[src/keyboard/keycode_fifo.sv]
`timescale 1ns/1ps

module keycode_fifo #(
    parameter int KBD_DEPTH_LOG2 = 3
) (
    input  logic       clk_pipeline,
    input  logic       rst,
    input  logic       push,
    input  logic [7:0] push_code,
    input  logic       pop,
    output logic [7:0] head_code,
    output logic       ready,
    output logic       overflow
);

    localparam int DEPTH = 2 ** KBD_DEPTH_LOG2;

    logic [7:0]              codes [DEPTH];
    logic [KBD_DEPTH_LOG2-1:0] wr_ptr;
    logic [KBD_DEPTH_LOG2-1:0] rd_ptr;
    logic [KBD_DEPTH_LOG2:0]   count;
    logic                      full;
    logic                      do_push;
    logic                      do_pop;

    assign ready   = (count != '0);
    assign full    = (count == (KBD_DEPTH_LOG2 + 1)'(DEPTH));
    // a key arriving while full is lost
    assign do_push = push & ~full;
    assign do_pop  = pop & ready;

    always_ff @(posedge clk_pipeline) begin
        if (do_push) begin
            codes[wr_ptr] <= push_code;
        end
    end

    //////////////////////////////////////////////////
    // pointers, count and overflow flag
    //////////////////////////////////////////////////

    always_ff @(posedge clk_pipeline) begin
        if (!rst) begin
            wr_ptr   <= '0;
            rd_ptr   <= '0;
            count    <= '0;
            overflow <= 1'b0;
        end else begin
            if (do_push) begin
                wr_ptr <= wr_ptr + 1'b1;
            end
            if (do_pop) begin
                rd_ptr <= rd_ptr + 1'b1;
            end
            case ({do_push, do_pop})
                2'b10:   count <= count + 1'b1;
                2'b01:   count <= count - 1'b1;
                default: count <= count;
            endcase
            if (push && full) begin
                overflow <= 1'b1;
            end else if (do_pop) begin
                overflow <= 1'b0;
            end
        end
    end

    assign head_code = codes[rd_ptr];

endmodule

[config.mk]
export PLATFORM = sky130hd
export DESIGN_NAME = keycode_fifo
export DESIGN_NICKNAME = d
export VERILOG_FILES = /design/src/keyboard/keycode_fifo.sv
export SDC_FILE = /design/constraint.sdc
export NUM_CORES = 1
export LEC_CHECK = 0
export BUFFER_PORTS_ARGS = -buffer_cell sky130_fd_sc_hd__buf_2
export CAP_MARGIN = 20
export CORE_AREA = 10 10 85 87
export CTS_BUF_LIST = sky130_fd_sc_hd__clkbuf_8
export CTS_CLUSTER_DIAMETER = 30
export DETAILED_ROUTE_END_ITERATION = 12
export DIE_AREA = 0 0 95 97
export HOLD_SLACK_MARGIN = 0.12
export MAX_ROUTING_LAYER = met4
export PLACE_DENSITY = 0.75
export SYNTH_ARGS = -nofsm -noshare
export SYNTH_HDL_FRONTEND = slang
export SYNTH_SLANG_ARGS = --single-unit
[constraint.sdc]
create_clock -name clk_pipeline -period 3.4 [get_ports clk_pipeline]
set_input_delay 0.17 -clock clk_pipeline [delete_from_list [all_inputs] [get_ports clk_pipeline]]
set_output_delay 0.17 -clock clk_pipeline [all_outputs]
set_load 0.1 [all_outputs]
==> summary.md <==
| Metric | Value |
|---|---|
| Max-slew violation count | `0` |
| Via density | `5.61` |
| Crit Path Class | `flip-flop to flip-flop` |
| Top cell type's share of synthesized area | `0.612` |
| Min Tclk post-route | `2.58 ns` |
| Register area share after synthesis | `0.701` |
| Critical Path End Type | `flip-flop` |
| Final hold vios | `0` |
| Clock Latency Late Sink | `0.34 ns` |
| Layout cells sized above 1 | `0.310` |
| Detailed Route Iter0 Violations | `82` |
| Post-synth EDFFs | `64` |
| Post-CTS sizing | `0` |
| Top cells by count, synth | `edfxtp_1 (64), mux4_2 (16), dfxtp_1 (14), mux2_2 (8)` |
| Worst setup margin | `0.820 ns` |
| Register bit total from synthesis | `78` |
| Residual DRC | `0` |
| Count leader, synth | `edfxtp_1` |
| Wirelength, routed | `5550 um` |
| Mapped cell area | `0.00314 mm2` |
| Synth cell types | `37` |
| Vias in the first global route | `1746` |
| Total CTS buffers | `9` |
| Core area | `0.00547 mm2` |
| CTS root buf | `clkbuf_8` |
| Clk buf depth | `2` |
| Layout Nets | `225` |
| Area grow syn2layout | `14.3%` |
| DR vias | `1598` |
| WP data required | `3.66 ns` |
| Syn nets | `188` |
| Diodes inserted | `0` |
| Status | `finished, final reports clean` |
| MaxCap Viol Count | `0` |
| Initial Utilization | `0.574` |
| Ys flop type | `edfxtp_1` |
| FMAX | `388 MHz` |
| Setup TNS | `0 ns` |
| Port bufs | `21` |
| Global route total overflow | `0` |
| Dominant cell type by area after synthesis | `edfxtp_1` |
| First-pass GRT wire length | `8980 um` |
| Die area | `0.00922 mm2` |
| Detailed Place HPWL | `3610 um` |
| WP data arrival | `2.84 ns` |
| Place WS | `0.846 ns` |
| P_leak | `1.22 nW` |
| Startpoint types | `flip-flop` |
| Final Wtd Congestion | `0.815` |
| Die height | `97 um` |
| Worst hold path type | `input port to flip-flop` |
| Placed insts | `261` |
| Initial antenna violation count | `0` |
| CTS tree | `built` |
| Top cells by area, synth | `edfxtp_1 (61%), mux4_2 (11%), dfxtp_1 (8.9%), mux2_2 (2.9%), ha_1 (2.0%)` |
| Peak supply drop | `0.629 mV` |
| Row count | `27` |
| Slew HR | `0.374` |
| Tot Pwr | `2.92 mW` |
| Tcrit/Tclk final | `0.759` |
| Fraction of registers with async set or reset after synthesis | `0` |
| Fin cells | `285` |
| Post-layout util | `0.656` |
| Max Clock Skew | `0.00532 ns` |
| CTS sink count | `78` |
| GRT Total Usage | `0.134` |
| Final setup viols | `0` |
| Crit-path max FO | `8` |
| Power Dens Cells | `813 mW/mm2` |
| Htree depth | `3` |
| Worst Tran Pin Value | `0.935 ns` |
| YS warnings | `0` |
| Die X | `95 um` |
| First-pass DRT Iterations | `4` |
| Largest net degree at the start of global routing | `17` |
| Clock slew at reported path FFs | `0.07 ns` |
| Synthesized instance count | `171` |
| ANT nets after route | `0` |
| Ports | `22` |
| Setup bufs post-CTS | `0` |
| RSZ-0062 raised after global routing | `no` |
| Synthesized area per cell | `18.4 um2` |
| DR WL/cell | `19.5 um` |
[metal layers]
layer / global-route usage / routed length [um] / vias up / share of wire
li1: - / - / 744 / -
met2: 0.220 / 2990 / 31 / 0.54
met3: 0.0416 / 228 / 7 / 0.041
met5: - / 0 / - / 0
met1: 0.143 / 2240 / 816 / 0.40
met4: 0.0641 / 89 / 0 / 0.016
[placed cells by master (no fill, tap or decap), types with 2 or more instances in the layout]
| cell | count |
|---|---|
| edfxtp_1 | 64 |
| nand3_1 | 3 |
| nor2b_1 | 4 |
| buf_4 | 5 |
| clkinv_2 | 2 |
| nand2b_1 | 4 |
| dfxtp_1 | 14 |
| nand2_1 | 4 |
| mux2i_1 | 3 |
| dlygate4sd3_1 | 8 |
| nor2_1 | 3 |
| buf_2 | 21 |
| a21oi_1 | 3 |
| and2_1 | 5 |
| mux2_2 | 8 |
| ha_1 | 5 |
| mux4_2 | 16 |
| xor2_1 | 2 |
| xnor2_1 | 5 |
| inv_1 | 5 |
| clkbuf_8 | 9 |
| nor3_1 | 3 |
[cell type report]
cell class              count  area, um2
clock buffers               9        124
clock inverters             7       58.8
well taps                  72       90.1
flip-flops and latches     78       2200
fillers                   409       1880
multi-input cells          83        883
inverters                   2       7.51
repair buffers             34        223
[per-stage QoR]
| stage | area [um2] | hold slack [ns] |
|---|---|---|
| 2_1_floorplan | 3140 | 0.269 |
| 3_3_place_gp | 3330 | 0.423 |
| 3_5_place_dp | 3330 | 0.441 |
| 4_1_cts | 3590 | 0.137 |
| 5_1_grt | 3590 | 0.169 |
| 6_report | 3590 | 0.153 |
[timing repair]
action                                  CTS  global route
hold buffers                              8             0
endpoints found under the hold margin    64             0
endpoints found under the setup margin    0             0
[state kept, by name (all words and copies together), names as in the netlist, named ones only]
signal,cells
rd_ptr,3
count,4
codes,64
wr_ptr,3
overflow,1
[critical path, cell delays in order, from the launching register on]
cell and delay [ns]:
dfxtp_1 0.39, or4b_4 0.61, nand2_4 0.15, ha_1 0.29, xor2_1 0.19, ha_1 0.17, a21oi_1 0.05, xor2_1 0.17
or3_1 0.31, a21boi_0 0.19
[path summary, 6_finish.rpt]
kind / startpoint / end / slack, ns / cells after the start
setup / recovery: count[1] / count[2] / 0.82 / 9
hold / removal: push / wr_ptr[1] / 0.15 / 3
setup reg to reg: count[1] / count[2] / 0.82 / 9
hold reg to reg: count[3] / count[3] / 0.50 / 2
[power breakdown]
group | total [mW] | switching (mW) | internal [mW] | leakage (nW)
combinational | 1.08 | 0.729 | 0.350 | 0.421
sequential | 1.20 | 0.0745 | 1.12 | 0.695
clock | 0.640 | 0.311 | 0.329 | 0.103
[kinds of logic (layout without fill, tap and decap cells)]
family,Yosys count,after routing,share of synthesized area
flip-flops,78,78,0.701
XOR/XNOR,7,7,0.0195
buffers and inverters,10,52,0.0187
multiplexers,27,27,0.153
AND/OR/NAND/NOR,35,35,0.0678
AO/OA/AOI/OAI,9,9,0.0195
adder cells (fa/ha/maj),5,5,0.0199
Power figures use the tool's default switching activity.
