==> src/keyboard/ps2_receiver.sv <==
`timescale 1ns/1ps

module ps2_receiver (
    input  logic       clk_pipeline,
    input  logic       rst,
    input  logic       ps2_clk,
    input  logic       ps2_data,
    output logic       code_valid,
    output logic [7:0] code
);

    typedef enum logic [1:0] {
        IDLE,
        DATA,
        PARITY,
        STOP
    } ps2_state_e;

    ps2_state_e state;
    logic [2:0] clk_sync;
    logic [2:0] data_sync;
    logic       fall_edge;
    logic       bit_in;
    logic [2:0] bit_cnt;
    logic       start_ok;
    logic       parity_bit;
    logic [7:0] shift_reg;

    // both lines idle high
    always_ff @(posedge clk_pipeline) begin
        if (!rst) begin
            clk_sync  <= 3'b111;
            data_sync <= 3'b111;
        end else begin
            clk_sync  <= {clk_sync[1:0], ps2_clk};
            data_sync <= {data_sync[1:0], ps2_data};
        end
    end

    // device changes data on rising edge, we sample on falling
    assign fall_edge = clk_sync[2] & ~clk_sync[1];
    assign bit_in    = data_sync[2];

    //////////////////////////////////////////////////
    // frame assembly
    //////////////////////////////////////////////////

    always_ff @(posedge clk_pipeline) begin
        if (!rst) begin
            state      <= IDLE;
            bit_cnt    <= 3'd0;
            start_ok   <= 1'b0;
            parity_bit <= 1'b0;
            code_valid <= 1'b0;
        end else begin
            code_valid <= 1'b0;
            if (fall_edge) begin
                case (state)
                    IDLE: begin
                        start_ok <= ~bit_in;
                        bit_cnt  <= 3'd0;
                        state    <= DATA;
                    end
                    DATA: begin
                        bit_cnt <= bit_cnt + 3'd1;
                        if (bit_cnt == 3'd7) begin
                            state <= PARITY;
                        end
                    end
                    PARITY: begin
                        parity_bit <= bit_in;
                        state      <= STOP;
                    end
                    STOP: begin
                        // odd parity over data plus parity bit
                        code_valid <= start_ok & bit_in & (^shift_reg ^ parity_bit);
                        state      <= IDLE;
                    end
                    default: state <= IDLE;
                endcase
            end
        end
    end

    // lsb arrives first
    always_ff @(posedge clk_pipeline) begin
        if (fall_edge && state == DATA) begin
            shift_reg <= {bit_in, shift_reg[7:1]};
        end
    end

    assign code = shift_reg;

endmodule

==> config.mk <==
export PLATFORM = sky130hd
export DESIGN_NAME = ps2_receiver
export DESIGN_NICKNAME = d
export VERILOG_FILES = /design/src/keyboard/ps2_receiver.sv
export SDC_FILE = /design/constraint.sdc
export NUM_CORES = 1
export LEC_CHECK = 0
export BUFFER_PORTS_ARGS = -buffer_cell sky130_fd_sc_hd__buf_2
export CAP_MARGIN = 20
export CORE_UTILIZATION = 48
export CTS_BUF_LIST = sky130_fd_sc_hd__clkbuf_8 sky130_fd_sc_hd__clkbuf_16
export DETAILED_ROUTE_END_ITERATION = 16
export GPL_TIMING_DRIVEN = 0
export PLACE_DENSITY = 0.72
export SYNTH_ARGS = -nofsm -noshare
export SYNTH_HDL_FRONTEND = slang
export SYNTH_SLANG_ARGS = --single-unit
==> constraint.sdc <==
create_clock -name clk_pipeline -period 1.3 [get_ports clk_pipeline]
set_input_delay 0.26 -clock clk_pipeline [delete_from_list [all_inputs] [get_ports clk_pipeline]]
set_output_delay 0.26 -clock clk_pipeline [all_outputs]
set_load 0.03 [all_outputs]
==> impl_results.md, run 1 <==
* RSZ-0062 raised after global routing: true
* Cells on worst reg2reg path at 4
* End of the critical path: code_valid$_SDFF_PN0_
* Fin crit period at 1.35 ns
* DP Wirelength at 862 µm
* Switching part of the total power at 17.4%
* Met3 usage at 3.57%
* CP Data Required Time at 1.45 ns
* Violated checks: setup timing
* Num CTS Buffers at 3
* Sw Pwr at 244 µW
* Final hold slack at 0.179 ns
* Clock buffer depth at 2
* Final setup margin at -0.0453 ns
* Layout cells sized above 1 at 32.2%
* Total Routing Usage GR at 13.9%
* Root Buffer: clkbuf_8
* Synth Register Bits at 22
* Fin. max-slew vios at 0
* Total Wirelength at 1.28 mm
* GR peak layer: met2
* Worst slew pin tran at 0.354 ns
* Max Clk Rate at 0.743 GHz
* Post-synthesis sequential area ratio at 57.3%
* Net Count, Synth at 83
* Initial core utilization at 52.0%
* Sequential share of power at 51.8%
* Clock power frac at 44.2%
* Mapped Cells at 72
* Max-cap violation count at 0
* Nets at 102
* Clk_skew at 0.00617 ns
* Outcome: finished, violations left
* Filler-free cell count of the finished design at 115
* Static Leak at 0.000449 µW
* Placer Congestion at 0.709
* Worst min-delay path category: input port to register
* Syn avg cell area at 12.6 µm²
* Slew HR at 76.4%
* Ys Warns at 0
* Internal at 1160 µW
* CP Launch Point: code[5]$_DFFE_PP_
* Dpl cells at 109
* Detailed-router iteration count before antenna repair at 2
* Die area at 2070 µm²
* Gr ovfl total at 0
* Global-route wire length before repair at 2.00 mm
* Total core area at 1750 µm²
* Number of global-route vias before repair at 509
* Routed Antenna Nets at 0
* CTS clk-pin slew, worst paths at 0.08 ns
* GR Util met1 at 15.5%
* Final period util at 103%
* Pin count of the biggest net entering global routing at 14
* CP max FO at 2
* H-tree levels at 1
* R2r endpoint: code_valid$_SDFF_PN0_
* Synth Cell Area at 908 µm²
* PwrDens at 1250 nW/µm²
* Comb pwr share at 4.0%
* Peak VDD IR at 0.726 mV
* Clock Latency Late Sink at 0.26 ns
* Endpoint class of the critical path: register
* Met2 Usage GRT at 23.1%
* # rows at 15
* Die W at 45.5 µm
* Quantity of hold-fixing buffers added after cts at 0
* Number of diodes at 0
* Routed vias/inst at 4.68
* Top Ports at 13
* Buffers on Ports at 12
* Hold Path Depth at 2
* CTS tree: built
* Detailed Route Iter0 Violations at 3
* DRC violation count after routing at 0
* R2r startpoint: code[5]$_DFFE_PP_
* Layout Area Growth over Synthesis at 23.7%
* Routed length per instance at 11.1 µm
* Netlist cell types at 24
* Setup crit start kind: register
* Initial antenna violation count at 0
* Die H at 45.5 µm
* Fin. Hold Viols at 0
* FF-to-FF setup slack at -0.05 ns
* CP Class: register to register
* Most frequent cells in the layout: dfxtp_1 (12), buf_2 (12), edfxtp_1 (8)
* Clk sinks at 22
* Via count at 538
* Endpoints failing setup at 1
* Crit path DAT at 1.49 ns
-- sequential cells by signal, summed over array words and instances (netlist names) --
name / count
clk_sync: 3
code: 8
state: 2
start_ok: 1
code_valid: 1
bit_cnt: 3
parity_bit: 1
data_sync: 3
-- how the worst min path moves through the flow --
stage,slack (ns),from,to
finish,0.18,ps2_data,data_sync[0]$_SDFF_PN1_
global route,0.18,ps2_data,data_sync[0]$_SDFF_PN1_
CTS,0.18,ps2_clk,clk_sync[0]$_SDFF_PN1_
detailed placement,0.40,data_sync[1]$_SDFF_PN1_,data_sync[2]$_SDFF_PN1_
global placement,0.39,data_sync[1]$_SDFF_PN1_,data_sync[2]$_SDFF_PN1_
floorplan,0.33,rst,clk_sync[0]$_SDFF_PN1_
-- synthesized netlist by cell type (all sizes together) --
master,instances,share of area [%]
nor2b,4,2.8
xnor3,1,2.5
a22oi,2,1.7
xnor2,6,6.6
nor3,1,1.1
clkbuf,1,0.41
ha,7,9.6
and2,1,0.69
mux2i,2,2.2
o21ai,1,0.55
and2b,1,0.83
a21oi,1,0.55
dfxtp,14,31
o211a,1,1.1
a21boi,2,1.7
nand3,1,0.55
nand2b,7,4.8
nor2,1,0.41
edfxtp,8,26
nand4,1,0.69
or2,1,0.69
nand2,5,2.1
inv,3,1.2
-- cell type report --
class | instances | area (µm²)
Fill cell | 156 | 622
Sequential cell | 22 | 523
Multi-Input combinational cell | 46 | 408
Timing Repair Buffer | 14 | 75.1
Clock buffer | 3 | 41.3
Tap cell | 25 | 31.3
Clock inverter | 1 | 30.0
Inverter | 3 | 11.3
Buffer | 1 | 3.75
-- worst max-delay path, cell delays in order, from the launching register on --
cell and delay (ns):
edfxtp_1 0.43, xnor2_2 0.17, xnor3_1 0.44, xnor2_2 0.16
nor3_2 0.04
-- power groups by stage --
stage	Sequential, µW	Clock, µW	Combinational, µW
after floorplan	744	0	33.2
after global placement	742	0	48.0
after detailed placement	743	0	48.6
after CTS	726	635	51.1
after global routing	729	654	63.1
final	727	620	55.7
-- cell families after synthesis --
kind of cell | synth area share (%)
flops | 57.3
buf+inv | 1.65
simple gates | 14.6
compound gates | 5.51
mux | 2.20
fa+ha+maj | 9.64
xor+xnor | 9.09
-- timing repair --
action,in CTS,in global routing
endpoints found under the setup margin,14,6
setup buffers,1,1
gates resized for setup,4,7
pin swaps,0,2
-- routing by layer --
metal,part of all wire (%),up-vias
li1,-,277
met1,45,246
met2,51,13
met3,3.5,2
met4,0.86,0
met5,0,-
-- stage by stage --
stage / util, % / total power [µW] / cell area (µm²) / setup WS, ns / TNS, ns
after detailed placement: 57.3 / 791 / 1000 / -0.107 / -1.23
final: 64.4 / 1400 / 1120 / -0.0453 / -0.0453
after global routing: 64.4 / 1450 / 1120 / -0.139 / -0.154
after CTS: 62.2 / 1410 / 1080 / -0.0576 / -0.0576
after global placement: 57.3 / 790 / 1000 / -0.0895 / -0.949
after floorplan: - / 777 / 908 / -0.169 / -0.169
Note: power is estimated with default switching activity, not from simulation.
==> run 2: changes to the inputs <==
Settings changed: ABC_AREA set to 1, CORE_UTILIZATION 48 to 49, PLACE_DENSITY 0.72 to 0.73.
==> impl_results.md, run 2 <==
* Largest area contributor in the netlist: dfxtp_1
* Worst-path cell chain: inv_2 -> ha_1 -> inv_1 -> nor2_4 -> buf_4
* Cells on worst reg2reg path at 5 (+1)
* Placer Congestion at 0.714 (+0.75%)
* Hold Path Depth at 2 (unchanged)
* Fin. max-slew vios at 0 (unchanged)
* PwrDens at 1160 nW/µm² (-7.0%)
* Pin count of the biggest net entering global routing at 14 (unchanged)
* Num CTS Buffers at 3 (unchanged)
* Routed length per instance at 10.1 µm (-9.0%)
* Die W at 46.5 µm (+2.1%)
* Die area at 2160 µm² (+4.2%)
* Number of diodes at 0 (unchanged)
* Crit path max-delay family: flip-flops
* Top area cells in the synthesized netlist: dfxtp_1 (29%), edfxtp_1 (25%), nand2_1 (11%)
* R2r endpoint: code[5]$_DFFE_PP_
* Hold path startpoint: ps2_clk
* Number of global-route vias before repair at 588 (+16%)
* Sequential share of power at 54.2% (+2.4 points)
* DP Wirelength at 1.08 mm (+25%)
* Top_reg_cell synth: dfxtp_1
* Root Buffer: clkbuf_8
* Detailed Route Iter0 Violations at 13 (+10)
* Power Total at 1350 µW (-3.8%)
* Internal at 1080 µW (-6.6%)
* DRC violation count after routing at 0 (unchanged)
* CP max FO at 4 (+2)
* Worst min-delay path category: input port to register
* Synth Cell Area at 968 µm² (+6.6%)
* Comb pwr share at 4.5% (+0.5 points)
* Total Routing Usage GR at 16.0% (+2.1 points)
* Max Clk Rate at 0.807 GHz (+8.6%)
* Most common cell after layout, fill and taps aside: nand2_1
* Syn avg cell area at 9.40 µm² (-25%)
* Netlist cell types at 18 (-25%)
* CP Class: register to register
* Max reg flops at 8 (unchanged)
* Sw Pwr at 267 µW (+9.4%)
* Setup crit start kind: register
* WHS Endpoint: clk_sync[0]$_SDFF_PN1_
* Total Wirelength at 1.48 mm (+16%)
* CTS clk-pin slew, worst paths at 0.08 ns (about the same)
* Most frequent cell after synthesis: nand2_1
* Clk sinks at 22 (unchanged)
* Mapped Cells at 103 (+43%)
* Register area at 522 µm² (-0.24%)
* Crit path depth at 5 (+1)
* Filler cells at 150 (-3.8%)
* Nets at 133 (+30%)
* Crit path DAT at 1.23 ns (-0.26 ns)
* Filler-free cell count of the finished design at 146 (+27%)
* R2r startpoint: state[1]$_SDFFE_PN0P_
* Clock power frac at 41.3% (-2.9 points)
* Outcome: completed
* Layout cells sized above 1 at 28.1% (-4.1 points)
* Top post-synthesis cells by count: nand2_1 (28), dfxtp_1 (14), inv_1 (14)
* H-tree levels at 1 (unchanged)
* Synth Register Bits at 22 (unchanged)
* FF-to-FF setup slack at 0.06 ns (+0.11 ns)
* Ys Warns at 0 (unchanged)
* Dpl cells at 140 (+28%)
* Top Ports at 13 (unchanged)
* Peak VDD IR at 0.614 mV (-15%)
* Most frequent cells in the layout: nand2_1 (28), inv_1 (13), dfxtp_1 (13)
* Detailed-router iteration count before antenna repair at 4 (+2)
* CP max stage cell: dfxtp_2
* Endpoint class of the critical path: register
* Via count at 692 (+29%)
* Initial antenna violation count at 0 (unchanged)
* Worst slew pin tran at 0.238 ns (-0.116 ns)
* Buf/Inv on CP at 3 (+3)
* Top-area cell type share of the netlist area at 28.9% (-1.9 points)
* Layout Area Growth over Synthesis at 20.0%
* Critical Path Max Stage Delay at 0.34 ns (-0.10 ns)
* # rows at 15 (unchanged)
* Static Leak at 0.000530 µW (+18%)
* Post-synth EDFFs at 8 (unchanged)
* Clock buffer depth at 2 (unchanged)
* Routed vias/inst at 4.74 (+1.3%)
* Max-cap violation count at 0 (unchanged)
* Final period util at 95.3% (-8.2 points)
* Initial core utilization at 54.3% (+2.3 points)
* CTS tree: built
* Endpoints failing setup at 0 (-1)
* Die H at 46.5 µm (+2.1%)
* Fin crit period at 1.24 ns (-0.106 ns)
* Ys async rst share at 0% (unchanged)
* Fin. Hold Viols at 0 (unchanged)
* Buffers on Ports at 12 (unchanged)
* Total core area at 1780 µm² (+2.2%)
* Multi-input logic area at 399 µm² (-2.1%)
* Switching part of the total power at 19.8% (+2.4 points)
* Net Count, Synth at 114 (+37%)
* Routed Antenna Nets at 0 (unchanged)
* Clock Latency Late Sink at 0.26 ns (about the same)
* CP Data Required Time at 1.29 ns (-0.16 ns)
* Clk_skew at 0.00249 ns (-0.00368 ns)
* Global-route wire length before repair at 2.35 mm (+17%)
* Gr ovfl total at 0 (unchanged)
* Slew HR at 84.0% (+7.6 points)
* Quantity of hold-fixing buffers added after cts at 0 (unchanged)
* Post-synthesis sequential area ratio at 53.7% (-3.6 points)
-- run 2: what timing repair did --
action / CTS / global route
pin swaps: 1 / 1
resized for setup: 3 / 1
setup endpoints to repair: 11 / 12
buffers inserted: 0 / 2
-- run 2: kinds of logic after synthesis --
kind of cell | after synthesis | share of synthesized area, %
flip-flops | 22 | 53.7
AO/OA/AOI/OAI | 14 | 8.27
XOR/XNOR | 4 | 3.62
buffers and inverters | 15 | 5.81
adder cells (fa/ha/maj) | 7 | 9.04
AND/OR/NAND/NOR | 41 | 19.5
-- run 2: cell type report --
type                    count  share of cell area, %
clock buffers               4                   5.71
flip-flops and latches     22                   44.9
repair buffers             14                   7.54
well taps                  25                   2.69
multi-input cells          66                   34.3
inverters                  15                   4.84
-- run 2: stage by stage --
| stage | worst slack [ns] | hold WS (ns) | cell area [µm²] | setup TNS (ns) | util (%) |
|---|---|---|---|---|---|
| after floorplan | 0.0117 | 0.329 | 971 | 0 | - |
| after global placement | -0.145 | 0.394 | 1060 | -1.42 | 59.6 |
| after detailed placement | -0.183 | 0.401 | 1060 | -1.93 | 59.6 |
| after CTS | 0.0419 | 0.168 | 1130 | 0 | 63.6 |
| after global routing | -0.00558 | 0.161 | 1160 | -0.0223 | 65.2 |
| final | 0.0610 | 0.173 | 1160 | 0 | 65.2 |
-- run 2: worst reg2reg max path: stages (launching register included) --
cell and delay, ns:
dfxtp_2 0.34, inv_2 0.07, ha_1 0.16, inv_1 0.08, nor2_4 0.15, buf_4 0.15
-- run 2: how the worst max path moves through the flow --
stage / startpoint / endpoint
global route: code[5]$_DFFE_PP_ / code_valid$_SDFF_PN0_
detailed placement: state[1]$_SDFFE_PN0P_ / code[5]$_DFFE_PP_
CTS: state[1]$_SDFFE_PN0P_ / code[5]$_DFFE_PP_
floorplan: state[1]$_SDFFE_PN0P_ / code[0]$_DFFE_PP_
global placement: state[1]$_SDFFE_PN0P_ / code[2]$_DFFE_PP_
finish: state[1]$_SDFFE_PN0P_ / code[5]$_DFFE_PP_
-- run 2: power groups by stage --
stage | logic (µW) | clock network [µW] | registers, µW
after global routing | 68.0 | 599 | 732
after floorplan | 38.8 | 0 | 747
final | 60.6 | 557 | 731
after CTS | 59.6 | 577 | 731
after global placement | 55.2 | 0 | 746
after detailed placement | 57.3 | 0 | 746
-- run 2: layer usage --
layer	global-route usage (%)	vias up	wire (µm)
li1	-	361	-
met1	16.7	317	706
met2	28.1	11	699
met3	5.88	3	55
met4	7.06	0	18
met5	0	-	0
