File: config.mk
export PLATFORM = sky130hd
export DESIGN_NAME = text_write_ctrl
export DESIGN_NICKNAME = d
export VERILOG_FILES = /design/src/common/mem_map_pkg.sv /design/src/source/text_write_ctrl.sv
export SDC_FILE = /design/constraint.sdc
export NUM_CORES = 1
export LEC_CHECK = 0
export ABC_CLOCK_PERIOD_IN_PS = 3100
export BUFFER_PORTS_ARGS = -buffer_cell sky130_fd_sc_hd__buf_2
export CAP_MARGIN = 40
export CORE_MARGIN = 2
export CORE_UTILIZATION = 32
export DETAILED_ROUTE_END_ITERATION = 10
export PLACE_DENSITY = 0.9
export SLEW_MARGIN = 20
export SYNTH_ARGS = -nofsm -noshare
export SYNTH_HDL_FRONTEND = slang
export SYNTH_SLANG_ARGS = --single-unit
File: constraint.sdc
create_clock -name clk_pipeline -period 3.1 [get_ports clk_pipeline]
set_input_delay 0.31 -clock clk_pipeline [delete_from_list [all_inputs] [get_ports clk_pipeline]]
set_output_delay 0.31 -clock clk_pipeline [all_outputs]
set_load 0.1 [all_outputs]
File: src/common/mem_map_pkg.sv
package mem_map_pkg;

    //////////////////////////////////////////////////
    // bus widths
    //////////////////////////////////////////////////

    // word address from the pipeline, byte offset already dropped
    localparam int ADDR_W = 30;
    localparam int DATA_W = 32;

    //////////////////////////////////////////////////
    // address map
    //////////////////////////////////////////////////

    // region field of the word address
    localparam int REGION_MSB = 29;
    localparam int REGION_LSB = 26;

    // tag field inside region d
    localparam int TAG_MSB = 25;
    localparam int TAG_LSB = 18;

    // any code not listed here is main memory
    typedef enum logic [3:0] {
        REGION_FLASH  = 4'hB,
        REGION_VMEM   = 4'hC,
        REGION_TIMER  = 4'hD,
        REGION_KBD    = 4'hE,
        REGION_LOADER = 4'hF
    } region_e;

    // region d accesses with this tag hold the pipeline
    localparam logic [7:0] TRAP_TAG = 8'hDD;

    //////////////////////////////////////////////////
    // default sizes
    //////////////////////////////////////////////////

    // 8k words of loader ram
    localparam int LOADER_ADDR_W_DEF = 13;
    // 32 KB of text memory
    localparam int TEXT_ADDR_W_DEF = 15;
    // cycles the text write strobe stays up, minus one
    localparam int TEXT_WAIT_DEF = 5;
    // 8 keycodes
    localparam int KBD_DEPTH_LOG2_DEF = 3;

endpackage

File: src/source/text_write_ctrl.sv
`timescale 1ns/1ps

module text_write_ctrl #(
    parameter int TEXT_ADDR_W = mem_map_pkg::TEXT_ADDR_W_DEF,
    parameter int TEXT_WAIT   = mem_map_pkg::TEXT_WAIT_DEF
) (
    input  logic                           clk_pipeline,
    input  logic                           rst,
    input  logic                           vmem_write,
    input  logic [mem_map_pkg::ADDR_W-1:0] dmem_addr,
    input  logic [3:0]                     dmem_byte_w_en,
    input  logic [mem_map_pkg::DATA_W-1:0] data_from_reg,
    output logic                           text_stall,
    output logic                           text_wen,
    output logic [TEXT_ADDR_W-1:0]         text_addr,
    output logic [7:0]                     text_char
);

    import mem_map_pkg::*;

    localparam int               CNT_W      = $clog2(TEXT_WAIT + 4);
    // counter parks here until the request goes away
    localparam logic [CNT_W-1:0] CNT_MAX    = CNT_W'(TEXT_WAIT + 3);
    localparam logic [CNT_W-1:0] WEN_LAST   = CNT_W'(TEXT_WAIT + 1);
    localparam logic [CNT_W-1:0] STALL_LAST = CNT_W'(TEXT_WAIT + 2);

    logic [CNT_W-1:0] wait_cnt;
    logic [CNT_W-1:0] wait_cnt_next;
    logic [1:0]       lane_offset;

    //////////////////////////////////////////////////
    // wait counter and write strobe
    //////////////////////////////////////////////////

    always_comb begin
        if (!vmem_write) begin
            wait_cnt_next = '0;
        end else if (wait_cnt == CNT_MAX) begin
            wait_cnt_next = wait_cnt;
        end else begin
            wait_cnt_next = wait_cnt + 1'b1;
        end
    end

    always_ff @(posedge clk_pipeline) begin
        if (!rst) begin
            wait_cnt <= '0;
            text_wen <= 1'b0;
        end else begin
            wait_cnt <= wait_cnt_next;
            text_wen <= (wait_cnt_next != '0) && (wait_cnt_next <= WEN_LAST);
        end
    end

    // two spare cycles after the strobe so address and char stay put
    assign text_stall = vmem_write && (wait_cnt <= STALL_LAST);

    //////////////////////////////////////////////////
    // byte address and character
    //////////////////////////////////////////////////

    always_comb begin
        case (dmem_byte_w_en)
            4'b1000: begin
                lane_offset = 2'd0;
                text_char   = data_from_reg[7:0];
            end
            4'b0100: begin
                lane_offset = 2'd1;
                text_char   = data_from_reg[15:8];
            end
            4'b0010: begin
                lane_offset = 2'd2;
                text_char   = data_from_reg[23:16];
            end
            default: begin
                lane_offset = 2'd3;
                text_char   = data_from_reg[31:24];
            end
        endcase
    end

    assign text_addr = {dmem_addr[TEXT_ADDR_W-3:0], lane_offset};

endmodule

==> results of run 1 <==
[sequential cells by signal, summed over array words and instances, names as in the netlist]
name and cells:
wait_cnt 4, text_wen 1
[path summary, 6_finish.rpt]
kind                                              from                      to  slack, ns
worst max-delay path                 dmem_byte_w_en[2]            text_char[3]       0.85
worst min-delay path                        vmem_write  wait_cnt[1]$_SDFF_PN0_       0.33
worst max register to register  wait_cnt[0]$_SDFF_PN0_     text_wen$_SDFF_PN0_       1.46
worst min register to register  wait_cnt[0]$_SDFF_PN0_     text_wen$_SDFF_PN0_       0.60
[placed cells by master (no fill, tap or decap)]
| master | instances |
|---|---|
| a221o_1 | 7 |
| and3b_1 | 1 |
| and3_1 | 2 |
| or4b_1 | 1 |
| nor3_1 | 3 |
| a22oi_1 | 7 |
| and2b_1 | 1 |
| o21ai_0 | 3 |
| nor2b_1 | 7 |
| dfxtp_1 | 5 |
| or2_1 | 1 |
| nor2_1 | 7 |
| nand3_1 | 3 |
| ha_1 | 2 |
| a31oi_1 | 2 |
| nand2_1 | 5 |
| or3_1 | 1 |
| a2111oi_0 | 1 |
| mux2i_1 | 1 |
| o311ai_2 | 1 |
| a21o_1 | 1 |
| clkbuf_4 | 3 |
| o311ai_4 | 1 |
| inv_1 | 4 |
| xnor2_1 | 1 |
| clkbuf_1 | 1 |
| buf_2 | 50 |
[routing by layer]
| layer | vias to the layer above | global-route usage [%] | wire length (µm) |
|---|---|---|---|
| li1 | 378 | - | - |
| met1 | 332 | 14.58 | 625 |
| met2 | 46 | 27.93 | 945 |
| met3 | 0 | 6.442 | 198 |
| met4 | 0 | 2.857 | 0 |
| met5 | - | 0 | 0 |
[stage by stage]
stage | utilization, % | hold slack, ns | worst slack (ns)
5_1_grt | 43.69 | 0.3384 | 0.7196
6_report | 43.69 | 0.3261 | 0.8473
4_1_cts | 43.69 | 0.3188 | 0.8454
2_1_floorplan | - | 0.4559 | 0.1080
3_5_place_dp | 42.33 | 0.5670 | 0.8430
3_3_place_gp | 42.33 | 0.5583 | 0.9085
[worst register-to-register path, stage by stage (launching register included)]
cell and delay (ns):
dfxtp_1 0.41, inv_1 0.09, ha_1 0.20, nand2_1 0.11
or4b_1 0.45, a31oi_1 0.18, a2111oi_0 0.08
[power by group through the flow]
stage | clock network, µW | logic, µW | registers, µW
after floorplan | 0 | 211 | 75.0
after detailed placement | 0 | 178 | 69.5
after global placement | 0 | 175 | 69.4
after CTS | 79.7 | 178 | 68.3
final | 75.4 | 178 | 68.3
after global routing | 83.2 | 187 | 68.5
[logic make-up (layout without fill, tap and decap cells)]
family | Yosys count | count (layout)
DFF | 5 | 5
AOI/OAI and AO/OA | 23 | 23
muxes | 1 | 1
buffers and inverters | 21 | 58
adders and majority gates | 2 | 2
and+or+nand+nor | 32 | 32
xor gates and xnor gates | 1 | 1
[layout make-up]
class	instances	area (µm²)
repair buffers	50	250.2
multi-input cells	59	422.9
clock buffers	4	26.28
flip-flops and latches	5	100.1
inverters	4	15.01
fillers	198	1094
well taps	27	33.78
==> results.ini, run 1 <==
[outcome]
outcome=finished, final reports clean

[placed_design]
placed_area_um2=822.0
dp.cells=145
hpwlAfterDp_um=1523
gp_congestion=0.7429
port_buffers=50

[yosys]
syn-num-nets=156
yosys.area_share.adder_pct=3.817
synth_xor_area_share_pct=1.336
async_reset_ff_share_pct=0
synth_area_um2=655.6
synthMuxAreaShare_pct=1.527
synth.most_common_cell=buf_4
yosysUniqueCellTypes=28
synth_simple_gate_area_share_pct=25.95
ys_warn_count=0
synth_top_family_by_area=compound AO/OA/AOI/OAI gates
synth_area_per_cell_um2=7.713
ys_seq_elements=5
synth_area_leader_cell=buf_4
ys_seq_area_share_pct=15.27
synth_edf_count=0
synthFlopType=dfxtp_1
synth_top_area_share_pct=16.03
yosys-top-cells-count=buf_4, a221o_1, a22oi_1, nor2_1, nor2b_1
synthCells=85
synth_compound_area_share_pct=30.73
yosys-top-cells-area=buf_4, dfxtp_1, a221o_1

[die]
coreArea_um2=1942
die_w_um=49.27
num_rows=16
die_h_um=49.27
io_pins=94
die_area_um2=2427
start_util_pct=33.76

[drt]
wirelength_um=1769
first_iter_violations=16
vias=756
wl_per_cell_um=11.87
dr.pass1.iters=4
drc_errors=0
avgViaCountPerCell=5.074
ant_nets=0

[global_routing]
grt_max_degree=10
grtUsageTotal_pct=14.71
antenna_found_initial=0
grt_pass1_wl_um=2842
globalRouteOverflowTotal=0
grt_pass1_vias=682

[layout]
finish.instance_area_um2=848.3
syn2layout_area_growth_pct=29.39
drive_above_1_share_pct=45.08
instances_no_fill=149
layout.nets=194
insertedDiodeCount=0

[flow_run]
cap_violations=0

[power]
leakage_uw=0.0004097
clock_power_share_pct=23.5
p_seq_share_pct=21.3
p_comb_share_pct=55.3
netSwitchingPower_uw=160.2
irDropWorstVdd_v=0.0001838
p_int_uw=161.2
powerDensity_nw_per_um2=378.9
finalPower_uw=321.4
switching_share_pct=49.85

[timing]
finalSetupViolCount=0
rsz0062_at_grt=no
hold_viol=0
fin_setup_tns_ns=0
maxSlewHeadroom_pct=56.25
maxSlewViolCount=0
fmax_ghz=0.4439
skew_ns=0.006559
min_period_ns=2.253
tightestPinTransition_ns=0.6549
period_share_pct=72.67

[clock_network]
clkSlewWorstSetupHoldPaths_ns=0.05
cts_tree=built
cts_resized=0
clockBufferDepth=2
cts_buffers=3
clk_latency_ns=0.24
post_cts_buffers=0
cts.sinks=5
ctsHtreeMaxLevel=1
cts_hold_buf=0
cts_root_buf=clkbuf_4

[worst_setup_path]
crit_path_start_kind=input pin
crit_cells=5
required_ns=2.79
critPathTopFamily=compound AO/OA/AOI/OAI gates
crit_top_cell=buf_2
crit_chain=buf_2 -> nor2b_1 -> o311ai_4 -> a221o_1 -> buf_2
path_class=input pin to primary output
slowest_stage=nor2b_1
crit_buf_inv=2
r2r_cells=6
critPathArrivalTime_ns=1.94
crit_fanout=9
cp-end-kind=primary output
slowest_delay_ns=0.56

[min_path]
hold_depth=2
hp-class=input pin to flip-flop

Note: power is estimated with default switching activity, not from simulation.
==> inputs of run 2 (changes only) <==
- ABC_AREA: unset -> 1
- ABC_CLOCK_PERIOD_IN_PS: 3100 -> 1950
- CORE_UTILIZATION: 32 -> 28
- PLACE_DENSITY: 0.9 -> 0.81
- clock period: 3.1 -> 1.95 ns (I/O delays scaled with it)
==> run 2 against run 1 <==
Net effect:
- core utilization decreased by 6.1 points
- sequential share of layout area shrank 0.96 points
- count of clock-buffer cells in the layout stayed put
- synthesized cell count rose by 27%
- sequential power increased by 60%
- hold slack worse by 0.13 ns
- wire length grew 20%
- critical endpoint unchanged
==> results.ini, run 2 <==
[outcome]
outcome=finished, final reports clean

[placed_design]
dp.cells=171
gp_congestion=0.7352
placed_area_um2=897.1
port_buffers=50
hpwlAfterDp_um=1638

[layout]
drive_above_1_share_pct=43.45
syn2layout_area_growth_pct=28.13
instances_no_fill=175
n_fill_cell=277
layout_commonest_cell=buf_2
reg.largest.list=wait_cnt x4, text_wen x1
insertedDiodeCount=0
layout_common_cells=buf_2, nand4_1, nand3_1, nand2_1
regMostFlops=wait_cnt
layout.nets=217
largest_reg_flops=4
finish.instance_area_um2=923.4

[worst_setup_path]
path_class=input pin to primary output
slowest_stage=buf_2
crit_fanout=11
critPathArrivalTime_ns=1.48
required_ns=1.75
crit_chain=buf_2 -> nor2_2 -> nand4_1 -> nand4_1 -> buf_2
crit_path_start_kind=input pin
cp-end-kind=primary output
slowest_delay_ns=0.43

[global_routing]
globalRouteOverflowTotal=0
grtUsageTotal_pct=12.81
grt_pass1_vias=693
antenna_found_initial=0
grt_pass1_wl_um=2870
grt_max_degree=19

[clock_network]
clkSlewWorstSetupHoldPaths_ns=0.05
cts_resized=0
ctsHtreeMaxLevel=1
cts_hold_buf=0
clk_latency_ns=0.24
clockBufferDepth=2
cts_root_buf=clkbuf_4
cts.sinks=5
cts_tree=built
post_cts_buffers=0
cts_buffers=3

[drt]
drc_errors=0
wl_per_cell_um=12.17
ant_nets=0
first_iter_violations=26
avgViaCountPerCell=5.229
wirelength_um=2130
vias=915
dr.pass1.iters=4

[timing]
min_period_ns=1.672
maxSlewHeadroom_pct=67.55
rsz0062_at_grt=no
period_share_pct=85.72
maxSlewViolCount=0
fmax_ghz=0.5983
fin_setup_tns_ns=0
finalSetupViolCount=0
skew_ns=0.004671
fin_hold_ws_ns=0.1944
tightestPinTransition_ns=0.4901
hold_viol=0

[yosys]
ys_seq_area_share_pct=13.89
synth_top_area_share_pct=21.70
async_reset_ff_share_pct=0
synthFlopType=dfxtp_1
synth.most_common_cell=nand4_1
yosys-top-cells-count=nand4_1, nand3_1, buf_4
synth_edf_count=0
ys_warn_count=0
synth_area_per_cell_um2=6.673
synth_area_um2=720.7
synthCells=108
yosysUniqueCellTypes=21
syn-num-nets=179
yosys-top-cells-area=nand4_1, nand3_1, dfxtp_1
ys_seq_elements=5
synth_area_leader_cell=nand4_1

[die]
coreArea_um2=2455
die_w_um=54.74
start_util_pct=29.36
die_area_um2=2996
die_h_um=54.74
io_pins=94
num_rows=18

[power]
netSwitchingPower_uw=274.8
switching_share_pct=51.98
p_seq_share_pct=20.5
leakage_uw=0.0004565
powerDensity_nw_per_um2=572.6
clock_power_share_pct=22.4
p_comb_share_pct=57.1
irDropWorstVdd_v=0.0006388
p_int_uw=253.9

[flow_run]
cap_violations=0

[min_path]
hp-class=input pin to flip-flop

==> run 2: changes by cell type after synthesis, sizes merged, moves of 3 or more <==
| cell | change |
|---|---|
| nand2 | +7 |
| nor2 | +3 |
| inv | +4 |
| nor3 | -3 |
| nor2b | -7 |
| a22oi | -7 |
| nand3 | +19 |
| a221o | -7 |
| nand4 | +25 |
| a21oi | +3 |
==> run 2: layout make-up <==
type	count	area, µm²	area share, %
Tap cell	30	37.54	4.065
Multi-Input combinational cell	77	460.4	49.86
Timing Repair Buffer	50	265.3	28.73
Inverter	9	33.78	3.659
Sequential cell	5	100.1	10.84
Clock buffer	4	26.28	2.846
==> run 2: metrics by stage <==
| step | util [%] | setup slack (ns) | total power [µW] |
|---|---|---|---|
| floorplan | - | -0.03921 | 467.5 |
| finish | 37.61 | 0.2785 | 528.7 |
| global placement | 36.54 | 0.2920 | 410.4 |
| global route | 37.61 | 0.1933 | 559.3 |
| detailed placement | 36.54 | 0.3000 | 410.7 |
| CTS | 37.61 | 0.2989 | 534.0 |
==> run 2: power by group through the flow <==
| stage | combinational [µW] | clock (µW) | sequential (µW) |
|---|---|---|---|
| final | 302 | 119 | 109 |
| after floorplan | 347 | 0 | 120 |
| after global routing | 317 | 134 | 109 |
| after detailed placement | 301 | 0 | 110 |
| after global placement | 300 | 0 | 110 |
| after CTS | 301 | 124 | 108 |
==> run 2: final timing paths <==
| check | start | end | slack [ns] | cells after the start |
|---|---|---|---|---|
| max | dmem_byte_w_en[2] | text_char[3] | 0.28 | 5 |
| min reg2reg | wait_cnt[0]$_SDFF_PN0_ | wait_cnt[0]$_SDFF_PN0_ | 0.65 | 3 |
| max reg2reg | wait_cnt[0]$_SDFF_PN0_ | text_wen$_SDFF_PN0_ | 0.71 | 7 |
| min | rst | text_wen$_SDFF_PN0_ | 0.19 | 3 |
==> run 2: worst max-delay path, delay by kind of cell <==
family / cells / cell delay, ns
AND/OR/NAND/NOR: 3 / 0.66
buffers and inverters: 2 / 0.62
==> run 2: cell families (layout without fill, tap and decap cells) <==
family                   Yosys count  after routing  synth area share [%]
adder cells (fa/ha/maj)            2              2                 3.472
AO/OA/AOI/OAI                      4              4                 2.777
buffers and inverters             26             63                 23.61
AND/OR/NAND/NOR                   71             71                 56.25
flip-flops                         5              5                 13.89
==> run 2: per-layer routing <==
layer | vias to the layer above | global-route usage [%] | share of wire [%]
li1 | 453 | - | -
met5 | - | 0 | 0
met2 | 56 | 24.60 | 46
met3 | 10 | 5.464 | 16
met1 | 396 | 12.05 | 37
met4 | 0 | 3.750 | 1.3
