--- config.mk ---
export PLATFORM = sky130hd
export DESIGN_NAME = mem_map_decoder
export DESIGN_NICKNAME = d
export VERILOG_FILES = /design/src/common/mem_map_pkg.sv /design/src/source/mem_map_decoder.sv
export SDC_FILE = /design/constraint.sdc
export NUM_CORES = 1
export LEC_CHECK = 0
export BUFFER_PORTS_ARGS = -buffer_cell sky130_fd_sc_hd__buf_2
export CAP_MARGIN = 25
export CELL_PAD_IN_SITES_DETAIL_PLACEMENT = 1
export CELL_PAD_IN_SITES_GLOBAL_PLACEMENT = 2
export CORE_MARGIN = 2
export CORE_UTILIZATION = 10
export DETAILED_ROUTE_END_ITERATION = 12
export GPL_TIMING_DRIVEN = 0
export PLACE_DENSITY_LB_ADDON = 0.08
export SKIP_LAST_GASP = 1
export SLEW_MARGIN = 20
export SYNTH_ARGS = -nofsm -noshare
export SYNTH_HDL_FRONTEND = slang
export SYNTH_SLANG_ARGS = --single-unit
--- constraint.sdc ---
create_clock -name vclk -period 0.8
set_input_delay 0.04 -clock vclk [all_inputs]
set_output_delay 0.04 -clock vclk [all_outputs]
set_load 0.02 [all_outputs]
--- src/common/mem_map_pkg.sv ---
package mem_map_pkg;

    //////////////////////////////////////////////////
    // bus widths
    //////////////////////////////////////////////////

    // word address from the pipeline, byte offset already dropped
    localparam int ADDR_W = 30;
    localparam int DATA_W = 32;

    //////////////////////////////////////////////////
    // address map
    //////////////////////////////////////////////////

    // region field of the word address
    localparam int REGION_MSB = 29;
    localparam int REGION_LSB = 26;

    // tag field inside region d
    localparam int TAG_MSB = 25;
    localparam int TAG_LSB = 18;

    // any code not listed here is main memory
    typedef enum logic [3:0] {
        REGION_FLASH  = 4'hB,
        REGION_VMEM   = 4'hC,
        REGION_TIMER  = 4'hD,
        REGION_KBD    = 4'hE,
        REGION_LOADER = 4'hF
    } region_e;

    // region d accesses with this tag hold the pipeline
    localparam logic [7:0] TRAP_TAG = 8'hDD;

    //////////////////////////////////////////////////
    // default sizes
    //////////////////////////////////////////////////

    // 8k words of loader ram
    localparam int LOADER_ADDR_W_DEF = 13;
    // 32 KB of text memory
    localparam int TEXT_ADDR_W_DEF = 15;
    // cycles the text write strobe stays up, minus one
    localparam int TEXT_WAIT_DEF = 5;
    // 8 keycodes
    localparam int KBD_DEPTH_LOG2_DEF = 3;

endpackage

--- src/source/mem_map_decoder.sv ---
`timescale 1ns/1ps

module mem_map_decoder (
    input  logic [mem_map_pkg::ADDR_W-1:0] dmem_addr,
    input  logic                           dmem_read,
    input  logic                           dmem_write,
    input  logic [3:0]                     dmem_byte_w_en,
    input  logic [mem_map_pkg::ADDR_W-1:0] instr_addr,
    input  logic [mem_map_pkg::DATA_W-1:0] loader_data,
    input  logic [mem_map_pkg::DATA_W-1:0] loader_instr,
    input  logic [7:0]                     keycode,
    input  logic                           kb_ready,
    input  logic                           text_stall,
    output logic [3:0]                     loader_wen,
    output logic                           kbd_read,
    output logic                           vmem_write,
    output logic [mem_map_pkg::DATA_W-1:0] dmem_data,
    output logic [mem_map_pkg::DATA_W-1:0] instr_data,
    output logic                           mem_stall
);

    import mem_map_pkg::*;

    region_e                    data_region;
    region_e                    instr_region;
    logic [TAG_MSB-TAG_LSB:0]   data_tag;
    logic                       trap_stall;

    assign data_region  = region_e'(dmem_addr[REGION_MSB:REGION_LSB]);
    assign instr_region = region_e'(instr_addr[REGION_MSB:REGION_LSB]);
    assign data_tag     = dmem_addr[TAG_MSB:TAG_LSB];

    //////////////////////////////////////////////////
    // data side steering
    //////////////////////////////////////////////////

    always_comb begin
        loader_wen = 4'b0000;
        kbd_read   = 1'b0;
        vmem_write = 1'b0;
        trap_stall = 1'b0;
        dmem_data  = '0;

        case (data_region)
            REGION_LOADER: begin
                // pipeline lanes are big endian, loader ram is little endian
                if (dmem_write) begin
                    case (dmem_byte_w_en)
                        4'b0001: loader_wen = 4'b1000;
                        4'b0010: loader_wen = 4'b0100;
                        4'b0100: loader_wen = 4'b0010;
                        4'b1000: loader_wen = 4'b0001;
                        default: loader_wen = 4'b1111;
                    endcase
                end
                dmem_data = loader_data;
            end
            REGION_KBD: begin
                kbd_read  = dmem_read;
                dmem_data = {{(DATA_W - 8){1'b0}}, keycode};
            end
            REGION_VMEM: begin
                // write only, reads see zero
                vmem_write = dmem_write;
            end
            REGION_TIMER: begin
                // other tags in this region read zero
                if (data_tag == TRAP_TAG) begin
                    trap_stall = dmem_read | dmem_write;
                end
            end
            REGION_FLASH: begin
                dmem_data = '0;
            end
            default: begin
                // main memory has no backing store here
                dmem_data = '0;
            end
        endcase
    end

    //////////////////////////////////////////////////
    // instruction side
    //////////////////////////////////////////////////

    assign instr_data = (instr_region == REGION_LOADER) ? loader_instr : '0;

    // reading an empty key queue waits for the next key
    assign mem_stall = text_stall | (kbd_read & ~kb_ready) | trap_stall;

endmodule

==> key figures, run 1 <==
Setup path
  • WP data required: 760 ps
  • WS Path Type: input pin to output pin
  • Slowest-stage cell, CP: a31oi_1
  • CP arrival: ~900 ps
  • Crit path capture type: output pin
  • Crit-path max FO: 7
  • CP Buf/Inv Count: 3
  • Kind of cell adding the most delay to the critical path: buffers and inverters
  • CP Launch Point: dmem_addr[28]
  • CP startpoint kind: input pin
  • Cell chain of the critical path: buf_8 -> nand2_8 -> nor2_4 -> buf_12 -> o311ai_4 -> a31oi_1 -> buf_4
  • Worst path max stage delay: 170 ps

Synth
  • Cell Area, Synth: around 660 um2
  • Synth Area in XOR/XNOR: just under 4%
  • Mapped Nets: between 200 and 250
  • Mapped Cells: between 100 and 150
  • Multiplexer share of the synthesized area: 0%
  • Adder-Cell Fraction of Synth Area: 0%
  • Largest family of logic cells by synthesized area: simple AND/OR/NAND/NOR gates
  • Commonest cells post-synth: 56 x and2_1, 8 x a22o_1, 8 x nor2_1
  • Top post-synthesis cells by area: and2_1 53%, a22o_1 11%, nor2_1 4.5%
  • Simple-gate area share of the yosys netlist: 70.6%
  • Average size of a mapped cell: 6.45 um2
  • Area leader, netlist: and2_1
  • Yosys warning count: 0
  • Share of the synthesized area in the top cell type: 52.7%
  • Seq/Total Area, Yosys: 0%
  • Library cells used by synthesis: 23
  • Synth Area in Compound Gates: 18.3%
  • Cell with the most instances after synthesis: and2_1

Timing
  • Unrepaired setup endpoints after global routing: true
  • Final setup fails: 63
  • Worst setup margin: -142 ps
  • Final Hold Vio Count: 0
  • Max Slew Vio Count: 0
  • Fmax achieved: ~1100 MHz
  • Slew margin rel.: a little over four fifths
  • Slew @ Worst Pin: ~230 ps
  • Period minus WS final: between 900 and 1000 ps
  • Fin Setup TNS: -4930 ps
  • Fin crit share: 118%

Min path
  • Worst Hold Launch: kb_ready
  • Hold Path Stages: 3
  • HP Class: input pin to output pin
  • Hold Path Sink: mem_stall

Power
  • Power per cell area: between 300 and 400 nW/um2
  • Leakage: between 1 and 1.5 nW
  • Peak supply drop: roughly 170 uV

GRT
  • Overflow after GRT: 0
  • Vias in the first global route: 1469
  • First-pass GRT wire length: roughly 7400 um
  • Largest net degree at the start of global routing: 11
  • Initial antenna violation count: 0
  • GRT Resource Usage Total: 12.3%

Drt
  • Total Wirelength: just over 5000 um
  • Via Count: between 1000 and 1500
  • Wire per inst: between 10 and 15 um
  • DRT Pass-1 Iters: 2
  • Vias per cell: 3.96
  • Starting DRT DRC Count: 9
  • ANT nets after route: 0
  • # DRC: 0

Cells and area
  • Layout area overhead: 275%
  • Fin nets: between 400 and 500
  • Cell Count, Final, Fillers Out: around 360
  • Final Util: 39.0%
  • Register Area: 0 um2
  • FFs & Latches: 0
  • Clock buffer count: 0
  • Share of cells above drive strength 1: between 80% and 90%
  • ANT cells: 0

Floorplan
  • Die Span X: between 80 and 90 um
  • Die area: between 7000 and 8000 um2
  • Io pins: roughly 210
  • Row count: 29
  • Die H: about 86 um
  • Initial Util: about a tenth
  • Core ar.: between 6000 and 7000 um2

Outcome
  • Status: complete, but fails checks
  • Failing checks: setup timing

Placement
  • Gp weighted congestion: between 0.6 and 0.7
  • DP Worst Slack: -375 ps
  • PortBufs: approximately 170
  • HPWL Detailed: 3860 um
  • Placed Instances: around 350

Clock network
  • Hold Buf Count CTS: 0

Flow run
  • Maxcap violations: 0
[what timing repair did]
action	4_1_cts	5_1_grt
gates resized for setup	205	37
setup buffers	9	0
gates cloned	5	1
endpoints found under the setup margin	68	69
pin swaps	45	23
[layout by cell type, fill, tap and decap left out, types with 2 or more instances in the layout]
cell / n
buf_2: 89
buf_6: 70
and2_4: 52
buf_8: 14
buf_4: 11
nor2_1: 8
a22o_1: 8
and2_1: 4
inv_1: 3
a31oi_1: 2
xor2_1: 2
o311a_1: 2
nor4b_2: 2
[final cells by class]
class | instances | area, um2
Inverter | 3 | 11.3
Buffer | 7 | 97.6
Multi-Input combinational cell | 93 | 815
Timing Repair Buffer | 179 | 1470
Tap cell | 77 | 96.3
Fill cell | 757 | 3890
[layer usage]
layer,global-route usage [%],share of wire [%],routed length (um)
met5,0,0,0
met4,0,0,0
met3,1.73,8.8,446
met2,24.8,54,2760
met1,14.3,37,1880
[worst max path at each step]
| stage | slack [ps] | end | depth (start not counted) |
|---|---|---|---|
| floorplan | -80 | loader_wen[0] | 4 |
| global placement | -390 | mem_stall | 6 |
| detailed placement | -380 | mem_stall | 6 |
| CTS | -130 | mem_stall | 6 |
| global route | -210 | mem_stall | 6 |
| finish | -140 | loader_wen[0] | 7 |
[tightest hold or removal path, delay by kind of cell]
family,cells,cell delay (ps)
compound gates,1,50
buf+inv,2,240
[logic make-up (layout without fill, tap and decap cells)]
kind of cell | after synthesis | count (layout)
simple gates | 75 | 75
xor+xnor | 3 | 3
compound gates | 15 | 15
buf+inv | 10 | 189
[where the power goes]
group / internal [W] / switching (W)
clock network: 0 / 0
registers: 0 / 0
logic: 0.000475 / 0.000327
total: 0.000475 / 0.000327
[metrics by stage]
stage | hold slack [ps] | area [um2] | power [W]
final | 361 | 2490 | 0.000802
after detailed placement | 365 | 1600 | 0.000533
after CTS | 366 | 2390 | 0.000762
after floorplan | 133 | 674 | 0.000214
after global placement | 363 | 1600 | 0.000530
after global routing | 372 | 2490 | 0.000860
Note: power is estimated with default switching activity, not from simulation.
==> inputs of run 2 (changes only) <==
BUFFER_PORTS_ARGS = unset   (was -buffer_cell sky130_fd_sc_hd__buf_2)
CORE_AREA = 2 2 83 85   (was unset)
CORE_MARGIN = unset   (was 2)
CORE_UTILIZATION = unset   (was 10)
DIE_AREA = 0 0 85 87   (was unset)
DONT_BUFFER_PORTS = 1   (was unset)
==> key figures, run 2 (synthesized netlist as in run 1, its figures left out) <==
Outcome
  • Status: finished, final reports clean

Placement
  • HPWL Detailed: between 2000 and 3000 um
  • DP Worst Slack: -247 ps
  • Area after DPL: ~770 um2
  • PortBufs: 0
  • Gp weighted congestion: 0.698

Power
  • Logic pwr share: 100.0%
  • Sw Ratio: 62.6%
  • Clk pwr share: 0%
  • Leakage: roughly 0.40 nW
  • Final Power: just under 0.0003 W
  • Cell internal pwr: 0.000111 W
  • Register share of total power: 0%
  • Switching power: around 0.00019 W
  • Peak supply drop: 76.8 uV
  • Power per cell area: just under 300 nW/um2

Floorplan
  • Die Span X: approximately 85 um
  • Initial Util: approximately a tenth
  • Io pins: around 210
  • Die area: about 7400 um2
  • Core ar.: ~6600 um2
  • Row count: 30
  • Die H: 87 um

Min path
  • Hold Path Stages: 1
  • HP Class: input pin to output pin
  • Hold Path Sink: vmem_write
  • Worst Hold Launch: dmem_addr[26]

Cells and area
  • Share of cells above drive strength 1: around 80%
  • Register Area: 0 um2
  • Clock buffer count: 0
  • Design area: approximately 1000 um2
  • Most common cell after layout, fill and taps aside: and2_2
  • Fin nets: between 200 and 250
  • Final Util: 15.1%
  • FFs & Latches: 0
  • Layout area overhead: 49.7%
  • ANT cells: 0
  • Commonest non-fill, non-tap cells in the layout: 54 x and2_2, 8 x nor2_1, 8 x a22o_2

Timing
  • Period minus WS final: around 800 ps
  • Fin Setup TNS: 0 ps
  • Final Hold Vio Count: 0
  • Max Slew Vio Count: 0
  • Slew @ Worst Pin: about 540 ps
  • Fmax achieved: roughly 1300 MHz
  • Unrepaired setup endpoints after global routing: true
  • Final setup fails: 0
  • Fin crit share: ~97%
  • Worst setup margin: ~22 ps
  • Slew margin rel.: 64.1%

Drt
  • Total Wirelength: slightly below 3000 um
  • Wire per inst: around 16 um
  • Starting DRT DRC Count: 5
  • # DRC: 0
  • Via Count: around 790
  • ANT nets after route: 0
  • DRT Pass-1 Iters: 2
  • Vias per cell: roughly 4.2

GRT
  • Initial antenna violation count: 0
  • Vias in the first global route: between 600 and 700
  • First-pass GRT wire length: 3610 um
  • Overflow after GRT: 0
  • GRT Resource Usage Total: under 10%
  • Largest net degree at the start of global routing: 11

Setup path
  • Slowest-stage cell, CP: nor2_4
  • CP startpoint kind: input pin
  • CP arrival: around 740 ps
  • Cell chain of the critical path: nand2_8 -> nor2_4 -> buf_4 -> a22o_2
  • Crit path capture type: output pin
  • Crit-path max FO: 10
  • Worst path max stage delay: between 200 and 250 ps
  • WP data required: 760 ps
  • WS Path Type: input pin to output pin

Flow run
  • Maxcap violations: 0

Clock network
  • Hold Buf Count CTS: 0
==> run 2: layer usage <==
metal,up-vias,track usage [%],share of wire (%)
met5,-,0,0
met4,0,0,0
met3,0,0.474,11
met2,83,12.1,56
met1,351,6.83,33
li1,351,-,-
==> run 2: area by class of cell <==
type	count	area, um2
buffer	7	55.1
fill	748	5570
inverter	3	11.3
multi-input combinational	93	798
tap	80	100
timing repair buffer	4	30.0
==> run 2: per-stage QoR <==
stage / hold WS, ps / instances
2_1_floorplan: 133 / 103
6_report: 134 / 187
3_3_place_gp: 138 / 183
4_1_cts: 134 / 186
5_1_grt: 141 / 187
3_5_place_dp: 134 / 183
==> run 2: power by group through the flow <==
stage                     Combinational [W]  Clock, W  Sequential, W
after floorplan                    0.000214         0              0
after global placement             0.000242         0              0
after detailed placement           0.000243         0              0
after CTS                          0.000281         0              0
after global routing               0.000317         0              0
final                              0.000296         0              0
==> run 2: what timing repair did <==
action	CTS	global route
pin swaps	3	4
gates cloned	0	0
gates resized for setup	67	20
setup endpoints to repair	68	67
buffers inserted	3	1
==> run 2: worst max-delay path by stage <==
| stage | cells past startpoint | start | slack (ps) | to |
|---|---|---|---|---|
| final | 4 | dmem_addr[29] | 20 | dmem_data[5] |
| after global routing | 4 | dmem_addr[29] | -40 | loader_wen[2] |
| after detailed placement | 4 | dmem_addr[28] | -250 | loader_wen[2] |
| after floorplan | 4 | dmem_addr[28] | -80 | loader_wen[0] |
| after CTS | 4 | dmem_addr[27] | -60 | dmem_data[0] |
| after global placement | 4 | dmem_addr[28] | -240 | loader_wen[0] |
==> run 2: worst max-delay path: cells and delay by family <==
kind | cells | cell delay, ps
AND/OR/NAND/NOR | 2 | 270
buffers and inverters | 1 | 210
AO/OA/AOI/OAI | 1 | 220
==> inputs of run 3 (changes only) <==
ABC_AREA = 1   (was unset)
CORE_AREA = 2 2 81 83   (was 2 2 83 85)
DIE_AREA = 0 0 83 85   (was 0 0 85 87)
TNS_END_PERCENT = 20   (was unset)
==> key figures, run 3 <==
Floorplan
  • Initial Util: 12.9%
  • Io pins: 211
  • Die Span X: ~83 um
  • Row count: 29
  • Die H: 85 um
  • Die area: approximately 7100 um2
  • Core ar.: 6200 um2

Cells and area
  • Layout area overhead: 42.6%
  • Register Area: 0 um2
  • Most common cell after layout, fill and taps aside: inv_1
  • FFs & Latches: 0
  • Design area: about 1100 um2
  • ANT cells: 0
  • Clock buffer count: 0
  • Share of cells above drive strength 1: approximately 28%
  • Commonest non-fill, non-tap cells in the layout: 79 x inv_1, 32 x nor2_1, 21 x nor2_2
  • Fin nets: 340

Synth
  • Seq/Total Area, Yosys: 0%
  • Area leader, netlist: inv_1
  • Commonest cells post-synth: 80 x inv_1, 64 x nor2_1, 22 x nand2_1
  • Share of the synthesized area in the top cell type: between 30% and 40%
  • Library cells used by synthesis: 15
  • Average size of a mapped cell: 4.09 um2
  • Cell Area, Synth: 798 um2
  • Yosys warning count: 0
  • Mapped Cells: roughly 200
  • Mapped Nets: 335
  • Top post-synthesis cells by area: inv_1 38%, nor2_1 30%, nand2_1 10%
  • Cell with the most instances after synthesis: inv_1

Setup path
  • CP arrival: ~800 ps
  • Crit-path max FO: 10
  • CP startpoint kind: input pin
  • Kind of cell adding the most delay to the critical path: simple AND/OR/NAND/NOR gates
  • Cell chain of the critical path: nand4_2 -> buf_2 -> nor2_1
  • WS Path Type: input pin to output pin
  • WP data required: between 700 and 800 ps
  • Levels on crit path: 3
  • Slowest-stage cell, CP: nor2_1
  • Crit path capture type: output pin
  • Worst path max stage delay: between 300 and 400 ps
  • CP Buf/Inv Count: 1

Drt
  • Vias per cell: about 4.0
  • ANT nets after route: 0
  • DRT Pass-1 Iters: 4
  • Total Wirelength: between 3000 and 4000 um
  • # DRC: 0
  • Starting DRT DRC Count: 11
  • Via Count: 1108
  • Wire per inst: 11.7 um

Timing
  • Slew @ Worst Pin: 641 ps
  • Period minus WS final: around 840 ps
  • Fmax achieved: roughly 1200 MHz
  • Worst setup margin: -35.1 ps
  • Max Slew Vio Count: 0
  • Fin Setup TNS: -185 ps
  • Unrepaired setup endpoints after global routing: true
  • Slew margin rel.: a little under three fifths
  • Final Hold Vio Count: 0
  • Final setup fails: 14
  • Fin crit share: 104%

Power
  • Peak supply drop: 61.9 uV
  • Leakage: around 0.73 nW
  • Final Power: 0.000369 W
  • Power per cell area: ~320 nW/um2

GRT
  • Vias in the first global route: approximately 960
  • Largest net degree at the start of global routing: 11
  • Initial antenna violation count: 0
  • Overflow after GRT: 0
  • First-pass GRT wire length: 4410 um
  • GRT Resource Usage Total: just over 7%

Outcome
  • Failing checks: setup timing
  • Status: complete, but fails checks

Flow run
  • Maxcap violations: 0

Clock network
  • Hold Buf Count CTS: 0

Placement
  • Gp weighted congestion: roughly 0.69
  • PortBufs: 0
  • Area after DPL: about 900 um2
  • HPWL Detailed: 2830 um
  • DP Worst Slack: -240 ps

Min path
  • HP Class: input pin to output pin
  • Hold Path Stages: 1
==> run 3: cell count changes after synthesis, sizes merged, moves of 4 or more <==
cell | previous run | this run
a22o | 8 | 0
and2 | 56 | 0
inv | 3 | 80
nand2 | 3 | 22
nor2 | 9 | 65
o21ai | 1 | 8
o21bai | 0 | 4
==> run 3: logic make-up after synthesis <==
kind of cell	synth area share, %
compound gates	8.78
simple gates	50.0
buf+inv	41.2
==> run 3: final cells by class <==
cell class / instances / area (um2)
fillers: 824 / 5070
multi-input cells: 109 / 669
inverters: 80 / 305
well taps: 77 / 96.3
plain buffers: 6 / 41.3
repair buffers: 3 / 26.3
==> run 3: through the flow <==
step / utilization (%) / instances / hold slack [ps]
after floorplan: - / 195 / 166
after CTS: 15.8 / 272 / 141
after global placement: 14.4 / 272 / 183
after detailed placement: 14.4 / 272 / 181
final: 18.4 / 275 / 144
after global routing: 18.4 / 275 / 144
==> run 3: routing by layer <==
layer | track usage (%) | share of wire [%] | routed length (um)
met5 | 0 | 0 | 0
met4 | 0 | 0 | 0
met3 | 0.973 | 7.8 | 252
met2 | 16.6 | 61 | 1960
met1 | 6.99 | 31 | 999
==> run 3: what timing repair did <==
item                       in CTS  in global routing
resized for setup              30                 49
buffers inserted                0                  2
setup endpoints to repair      62                 67
cloned                          0                  1
pin swaps                       4                  0
hold endpoints to repair        0                  0
==> run 3: where the power goes <==
part	total [W]	leakage, nW	internal (W)	switching (W)
clock network	0	0	0	0
registers	0	0	0	0
logic	0.000369	0.730	0.000102	0.000266
==> run 3: path summary, 6_finish.rpt <==
check           from            end  slack [ps]
max    dmem_addr[28]  dmem_data[27]         -40
min    dmem_addr[26]     vmem_write         140
